==> src/hw/dbgmon_pkg.sv <==
package dbgmon_pkg;

    localparam int TRACE_DEPTH = 128;
    localparam int TRACE_AW    = 7;
    localparam int REC_W       = 256;
    localparam int NUM_BP      = 4;
    localparam int NUM_WP      = 4;

    localparam int REG_BASE = 12;  // paddr bit, 1 selects registers

    // 64-bit registers take two words, low word first
    localparam logic [12:0] REG_PC         = 13'h1000;
    localparam logic [12:0] REG_BP0        = 13'h1100;
    localparam logic [12:0] REG_BP1        = 13'h1108;
    localparam logic [12:0] REG_BP2        = 13'h1110;
    localparam logic [12:0] REG_BP3        = 13'h1118;
    localparam logic [12:0] REG_WP0        = 13'h1120;
    localparam logic [12:0] REG_WP1        = 13'h1128;
    localparam logic [12:0] REG_WP2        = 13'h1130;
    localparam logic [12:0] REG_WP3        = 13'h1138;
    localparam logic [12:0] REG_VC_EXC     = 13'h1140;
    localparam logic [12:0] REG_VC_IRQ     = 13'h1144;
    localparam logic [12:0] REG_DELAY      = 13'h1148;
    localparam logic [12:0] REG_STOP_TRACE = 13'h114C;
    localparam logic [12:0] REG_IE         = 13'h1150;

    localparam logic [NUM_BP-1:0][12:0] REG_BP = {REG_BP3, REG_BP2, REG_BP1, REG_BP0};
    localparam logic [NUM_WP-1:0][12:0] REG_WP = {REG_WP3, REG_WP2, REG_WP1, REG_WP0};

    typedef enum logic [1:0] {
        KIND_LOAD  = 2'd0,
        KIND_STORE = 2'd1,
        KIND_EXEC  = 2'd2,   // no memory access
        KIND_TRAP  = 2'd3
    } rec_kind_t;

    typedef union packed {
        struct packed {
            rec_kind_t   kind;
            logic [30:0] rsvd_hi;
            logic [62:0] pc;       // pc[63:1]
            logic [32:0] rsvd_lo;
            logic [62:0] addr;     // addr[63:1]
            logic [63:0] data;
        } exec;
        struct packed {
            rec_kind_t    kind;
            logic [157:0] rsvd_hi;
            logic         is_interrupt;
            logic [25:0]  rsvd_lo;
            logic [4:0]   cause;
            logic [63:0]  data;
        } trap;
    } dbgmon_rec_u;

endpackage

==> src/hw/dbgmon_regs.sv <==
module dbgmon_regs (
    input  logic                                clk,
    input  logic                                rstn,
    input  logic                                psel,
    input  logic                                penable,
    input  logic                                pwrite,
    input  logic [12:0]                         paddr,
    input  logic [31:0]                         pwdata,
    input  logic [63:0]                         pc,
    input  logic                                stop,
    output logic [dbgmon_pkg::NUM_BP-1:0][62:0] bp_addr,
    output logic [dbgmon_pkg::NUM_BP-1:0]       bp_en,
    output logic [dbgmon_pkg::NUM_WP-1:0][62:0] wp_addr,
    output logic [dbgmon_pkg::NUM_WP-1:0]       wp_en,
    output logic [31:0]                         vc_exc,
    output logic [31:0]                         vc_irq,
    output logic [15:0]                         delay,
    output logic                                delay_wr,
    output logic                                stop_trace,
    output logic                                ie,
    output logic [31:0]                         reg_rdata
);
    import dbgmon_pkg::*;

    logic        wr_en;
    logic        stop_wr;
    logic [31:0] rd_mux;

    assign wr_en   = psel && pwrite && !penable;  // setup phase
    assign stop_wr = wr_en && (paddr == REG_STOP_TRACE);

    always_ff @(posedge clk or negedge rstn) begin
        if (!rstn) begin
            bp_addr <= '0;
            bp_en   <= '0;
            wp_addr <= '0;
            wp_en   <= '0;
        end else if (wr_en) begin
            for (int i = 0; i < NUM_BP; i++) begin
                if (paddr == REG_BP[i])
                    bp_addr[i][31:0] <= pwdata;
                else if (paddr == REG_BP[i] + 13'h4)
                    {bp_en[i], bp_addr[i][62:32]} <= pwdata;  // enable in bit 31
            end
            for (int i = 0; i < NUM_WP; i++) begin
                if (paddr == REG_WP[i])
                    wp_addr[i][31:0] <= pwdata;
                else if (paddr == REG_WP[i] + 13'h4)
                    {wp_en[i], wp_addr[i][62:32]} <= pwdata;
            end
        end
    end

    always_ff @(posedge clk or negedge rstn) begin
        if (!rstn) begin
            vc_exc <= '0;
            vc_irq <= '0;
            delay  <= '0;
            ie     <= 1'b0;
        end else if (wr_en) begin
            case (paddr)
                REG_VC_EXC: vc_exc <= pwdata;
                REG_VC_IRQ: vc_irq <= pwdata;
                REG_DELAY:  delay  <= pwdata[15:0];
                REG_IE:     ie     <= pwdata[0];
                default: ;
            endcase
        end
    end

    // reload pulse lands once delay holds the new value
    always_ff @(posedge clk or negedge rstn) begin
        if (!rstn)
            delay_wr <= 1'b0;
        else
            delay_wr <= wr_en && (paddr == REG_DELAY);
    end

    always_ff @(posedge clk or negedge rstn) begin
        if (!rstn)
            stop_trace <= 1'b0;
        else if (stop)
            stop_trace <= 1'b1;  // trigger beats software
        else if (stop_wr)
            stop_trace <= pwdata[0];
    end

    always_comb begin
        case (paddr)
            REG_PC:         rd_mux = pc[31:0];
            REG_PC + 13'h4: rd_mux = pc[63:32];
            REG_VC_EXC:     rd_mux = vc_exc;
            REG_VC_IRQ:     rd_mux = vc_irq;
            REG_DELAY:      rd_mux = {16'd0, delay};
            REG_STOP_TRACE: rd_mux = {31'd0, stop_trace};
            REG_IE:         rd_mux = {31'd0, ie};
            default:        rd_mux = '0;
        endcase
        for (int i = 0; i < NUM_BP; i++) begin
            if (paddr == REG_BP[i])
                rd_mux = bp_addr[i][31:0];
            if (paddr == REG_BP[i] + 13'h4)
                rd_mux = {bp_en[i], bp_addr[i][62:32]};
        end
        for (int i = 0; i < NUM_WP; i++) begin
            if (paddr == REG_WP[i])
                rd_mux = wp_addr[i][31:0];
            if (paddr == REG_WP[i] + 13'h4)
                rd_mux = {wp_en[i], wp_addr[i][62:32]};
        end
    end

    always_ff @(posedge clk or negedge rstn) begin
        if (!rstn)
            reg_rdata <= '0;
        else
            reg_rdata <= rd_mux;  // valid in access phase
    end

    a_stop_wins: assert property (@(posedge clk) disable iff (!rstn)
        stop && stop_wr |=> stop_trace);

endmodule

==> config.mk <==
export PLATFORM = sky130hd
export DESIGN_NAME = dbgmon_regs
export DESIGN_NICKNAME = d
export VERILOG_FILES = /design/src/hw/dbgmon_pkg.sv /design/src/hw/dbgmon_regs.sv
export SDC_FILE = /design/constraint.sdc
export NUM_CORES = 1
export LEC_CHECK = 0
export CAP_MARGIN = 20
export CORE_AREA = 2 2 290 292
export CTS_CLUSTER_DIAMETER = 40
export DETAILED_ROUTE_END_ITERATION = 10
export DIE_AREA = 0 0 292 294
export DONT_BUFFER_PORTS = 1
export PLACE_DENSITY = 0.5
export SLEW_MARGIN = 20
export SYNTH_ARGS = -nofsm -noshare
export SYNTH_HDL_FRONTEND = slang
export SYNTH_SLANG_ARGS = --single-unit
==> constraint.sdc <==
create_clock -name clk -period 1.3 [get_ports clk]
set_input_delay 0 -clock clk [delete_from_list [all_inputs] [get_ports clk]]
set_output_delay 0 -clock clk [all_outputs]
set_load 0.005 [all_outputs]
Yosys cells after proc, flatten, opt, wreduce, memory -nomap -nowiden
Index checks and enable logic that the tools add are counted.
{ "totals": {"ff_bits": 627, "inputBits": 115, "output_inout_bits": 627} }
{ "classes": {"eq_ne": 23, "n_mux": 19, "bitwise": 8, "n_reduce_logical": 26} }
{ "op_table": {"columns": ["cell", "count"], "rows": [
  ["32-bit 2-to-1 mux", 16],
  ["13-bit equality test, second input constant", 23],
  ["32-bit one-hot mux with 7 select lines", 1],
  ["2-bit AND reduction", 12],
  ["3-bit AND reduction", 8],
  ["1-bit inverter", 8],
  ["1-bit logical AND", 4],
  ["1-bit 2-to-1 mux", 2],
  ["2-bit nonzero test", 1],
  ["1-bit logical NOT", 1]
]} }

Logic depth before layout (Yosys ltp)
{ "depth": {"word_depth": 18, "depth_mapped": 11, "ltp_nobuf": 8} }

Worst setup path before layout
OpenSTA, ideal clock, no wires.
{ "synth_timing": {"path_kind": "in2reg", "from": "input port paddr[2]", "to": "register delay[10]", "arrival_ps": 2128, "required_ps": 1175, "path_slack_ps": -953, "cell_stages": 7, "n_path_buf": 4, "path_cell_list": "buf_2 > or4b_2 > clkbuf_1 > buf_2 > nor3_2 > buf_2 > mux2_2"} }
{ "synth_via": {"elab_chain_cells": 2} }
{ "synth_rtl": {"columns": ["element", "line", "source"], "rows": [
  ["from (decl)", "dbgmon_regs.sv:7", "input logic [12:0] paddr,"],
  ["13-bit equality test", "dbgmon_regs.sv:61", "case (paddr)"],
  ["2-bit AND reduction (no source line)", null, null],
  ["to (signal assigned)", "dbgmon_regs.sv:64", "REG_DELAY: delay <= pwdata[15:0];"],
  ["to (decl)", "dbgmon_regs.sv:17", "output logic [15:0] delay,"]
]} }
No other way between the ends.
A chain may end at the register's enable or synchronous reset.

Worst setup path in the final report
{ "layout_timing": {"from": "register vc_irq[31]", "to": "register reg_rdata[31]"} }
{ "layout_via": {"elab_chain_cells": 17} }
{ "layout_rtl": {"columns": ["element", "line", "source"], "rows": [
  ["from (decl)", "dbgmon_regs.sv:16", "output logic [31:0] vc_irq,"],
  ["from (signal assigned)", "dbgmon_regs.sv:63", "REG_VC_IRQ: vc_irq <= pwdata;"],
  ["32-bit one-hot mux with 7 select lines", "dbgmon_regs.sv:89", "case (paddr)"],
  ["32-bit 2-to-1 mux", "dbgmon_regs.sv:100", "if (paddr == REG_BP[i])"],
  ["32-bit 2-to-1 mux", "dbgmon_regs.sv:102", "if (paddr == REG_BP[i] + 13'h4)"],
  ["32-bit 2-to-1 mux", "dbgmon_regs.sv:100", null],
  ["32-bit 2-to-1 mux", "dbgmon_regs.sv:102", null],
  ["32-bit 2-to-1 mux", "dbgmon_regs.sv:100", null],
  ["32-bit 2-to-1 mux", "dbgmon_regs.sv:102", null],
  ["32-bit 2-to-1 mux", "dbgmon_regs.sv:100", null],
  ["[2 not listed]", null, null],
  ["32-bit 2-to-1 mux", "dbgmon_regs.sv:108", "if (paddr == REG_WP[i] + 13'h4)"],
  ["32-bit 2-to-1 mux", "dbgmon_regs.sv:106", "if (paddr == REG_WP[i])"],
  ["32-bit 2-to-1 mux", "dbgmon_regs.sv:108", null],
  ["32-bit 2-to-1 mux", "dbgmon_regs.sv:106", null],
  ["32-bit 2-to-1 mux", "dbgmon_regs.sv:108", null],
  ["32-bit 2-to-1 mux", "dbgmon_regs.sv:106", null],
  ["32-bit 2-to-1 mux", "dbgmon_regs.sv:108", null],
  ["via rd_mux[31]", "dbgmon_regs.sv:27", "logic [31:0] rd_mux;"],
  ["to (signal assigned)", "dbgmon_regs.sv:117", "reg_rdata <= rd_mux;"],
  ["to (decl)", "dbgmon_regs.sv:21", "output logic [31:0] reg_rdata"]
]} }
The timed path passes the listed nets, and every way through them passes these cells.

==> flow_summary.yaml <==
outcome:
  status: "finished, violations left"
  violations: "hold timing, slew limit, setup timing"
yosys:
  synth-edff-count: 0
  ys.flop_type: "dfrtp_1"
  yosysMostFrequentCell: "dfrtp_1"
  syn_nets: 2407
  postSynthAreaPerCell_um2: 12.6
  synthDistinctLibCells: 77
  netlist_area_um2: 28800
  yosys.area.top_type: "dfrtp_1"
  netlist_instances: 2292
  ys_top_cells_by_count: "627 x dfrtp_1, 588 x mux2_2, 104 x clkbuf_1"
  ys_top_cells_by_area: "dfrtp_1 54%, mux2_2 23%, a22oi_1 1.8%"
  netlist.area_leader.share: 0.545
  yosys_warnings: 0
  ys_ff_latch: 627
  ys_seq_area_frac: 0.545
  async_flop_share: 1.00
cts:
  max-clock-path-buffers: 3
  clock-sinks: 627
  cts_root_buf: "clkbuf_16"
  cts_buffers: 118
  clk_pin_slew_ns: 0.05
  clk_latency_ns: 0.71
  htree_levels: 3
  cts_tree: "done"
floorplan:
  rows: 106
  core-area_um2: 82900
  chipWidth_um: 292
  dieArea_um2: 85800
  fp.dieH_um: 294
  io_pins: 742
  start_util: 0.347
power_and_ir_drop:
  p_int_uw: 40700
  combinationalPowerShare: 0.027
  power_switching_uw: 12800
  clkPwrFrac: 0.607
  p_per_area_nw_per_um2: 1130
  pwr-share-seq: 0.366
  swShare: 0.240
  p_leak_uw: 0.0229
  ir_worst_vdd_mv: 1.42
placed_design:
  io_buffers: 0
  gp_congestion: 0.965
  dp_slack_ns: -1.39
  dp_hpwl_um: 118000
  placed_cell_area_um2: 37700
global_route:
  antenna_found_initial: 7
  grt_pass1_vias: 27200
  grt.total_usage: 0.380
  grt_max_degree: 628
  grt_pass1_wl_um: 229000
  grt_overflow: 0
route:
  drtIter0Drc: 2681
  wirelength_um: 169000
  avgRoutedWirePerCell_um: 38.0
  ant_nets: 0
  route.detailed.drc: 0
  via_per_inst: 6.01
  routed-via-count: 26700
  drt_pass1_iterations: 6
worst_setup_path:
  path_class: "flop to flop"
  path_max_fanout: 2
  crit_required_ns: 1.88
  worstSetupEndpointType: "flop"
  crit_arrival_ns: 2.58
  cp-start-kind: "flop"
sta:
  report.final.slew_viol_count: 212
  fmax_mhz: 500
  hold_viol_final: 627
  rsz0062_at_grt: "yes"
  worst_slack_ns: -0.700
  finalSetupViolCount: 593
  clock_skew_ns: 0.0525
  fin_crit_sh: 1.54
  hold-worst-slack_ns: -0.992
  period_needed_ns: 2.00
  slew_headroom: -0.285
  tightestPinTransition_ns: 1.93
layout:
  area_delta_synth_final_pct: 63.7
  finalInstanceArea_um2: 47200
  drive_gt1_frac: 0.625
  fillCellCount: 6736
  final_nets: 3370
flow_run:
  cap_violations: 0
worst_hold_path:
  hold_class: "primary input to asynchronous set/reset pin"
## layout by cell type (no fill, tap or decap), types with 25 or more instances in the layout
cell type / n
buf_4: 742
dfrtp_1: 604
mux2_4: 344
mux2_2: 253
clkbuf_16: 122
buf_12: 103
buf_6: 94
a22oi_1: 61
nand2_1: 61
nor2_1: 58
a21oi_1: 57
o21ai_0: 54
dlygate4sd3_1: 52
o22ai_1: 42
nand3_1: 35
o21ai_1: 26
nor2_4: 25
buf_8: 25
## flip-flops by register name, indices dropped and copies added, names as in the netlist
signal	count
bp_addr	252
bp_en	4
delay	16
delay_wr	1
ie	1
reg_rdata	32
stop_trace	1
vc_exc	32
vc_irq	32
wp_addr	252
wp_en	4
## metrics by stage
step / TNS, ns / power (uW) / utilization / hold slack, ns / std cells
floorplan: -351.46 / 20500 / - / -0.296 / 2292
global placement: -544.88 / 20600 / 0.455 / -0.281 / 3990
detailed placement: -558.37 / 20600 / 0.455 / -0.285 / 3990
CTS: -168.11 / 53600 / 0.557 / -1.03 / 4410
global route: -146.82 / 54600 / 0.569 / -1.00 / 4444
finish: -132.06 / 53500 / 0.569 / -0.992 / 4448
## logic make-up after synthesis
group	count (synthesis)	synth area share
muxes	615	0.240
buffers and inverters	211	0.0321
AOI/OAI and AO/OA	515	0.123
and+or+nand+nor	324	0.0600
DFF	627	0.545
## repair_timing
item                                    in CTS  in global routing
hold buffers                                57                  1
pin swaps                                  140                122
gates resized for setup                    428                188
hold endpoints to repair                  1237                633
cloned                                      33                  5
setup buffers                              121                 47
endpoints found under the setup margin     564                695
## worst max-delay path: stages (launching register included)
cell and delay [ns]:
dfrtp_1 0.40, a222oi_1 0.50, a2111oi_2 0.20, a2111o_1 0.54, a21oi_2 0.18, o21ai_1 0.08
## layer usage
metal	global-route usage	routed length, um	vias to the layer above
li1	-	-	10700
met1	0.480	65600	13800
met2	0.598	76500	1731
met3	0.116	17000	497
met4	0.172	9860	6
met5	0	39	-
## final timing paths
kind | endpoint | from | slack [ns] | depth (start not counted)
max reg2reg | reg_rdata[31]$_DFF_PN0_ | vc_irq[31]$_DFFE_PN0P_ | -0.70 | 5
min reg2reg | reg_rdata[13]$_DFF_PN0_ | wp_addr[234]$_DFFE_PN0P_ | 0.57 | 2
min in group clk | reg_rdata[22]$_DFF_PN0_ | paddr[6] | 0.02 | 6
max | reg_rdata[31]$_DFF_PN0_ | vc_irq[31]$_DFFE_PN0P_ | -0.70 | 5
min | bp_addr[162]$_DFFE_PN0P_ | rstn | -0.99 | 0
max in group asynchronous | bp_addr[243]$_DFFE_PN0P_ | rstn | 0.71 | 0
## power by group through the flow
stage                     clock (uW)  sequential, uW  combinational [uW]
final                          32500           19600                1420
after global routing           33600           19600                1430
after CTS                      32700           19600                1340
after detailed placement           0           19900                 690
after global placement             0           19900                 688
after floorplan                    0           19900                 555
## cell type report
class / instances / area, um2 / share of cell area
Tap cell: 1080 / 1350 / 0.0287
Timing Repair Buffer: 1049 / 10400 / 0.221
Clock inverter: 83 / 1060 / 0.0224
Multi-Input combinational cell: 1454 / 15400 / 0.326
Antenna cell: 7 / 17.5 / 0.000372
Inverter: 5 / 18.8 / 0.000398
Clock buffer: 143 / 3200 / 0.0678
Sequential cell: 627 / 15700 / 0.333
No activity file was read; power rests on OpenSTA's default activity.
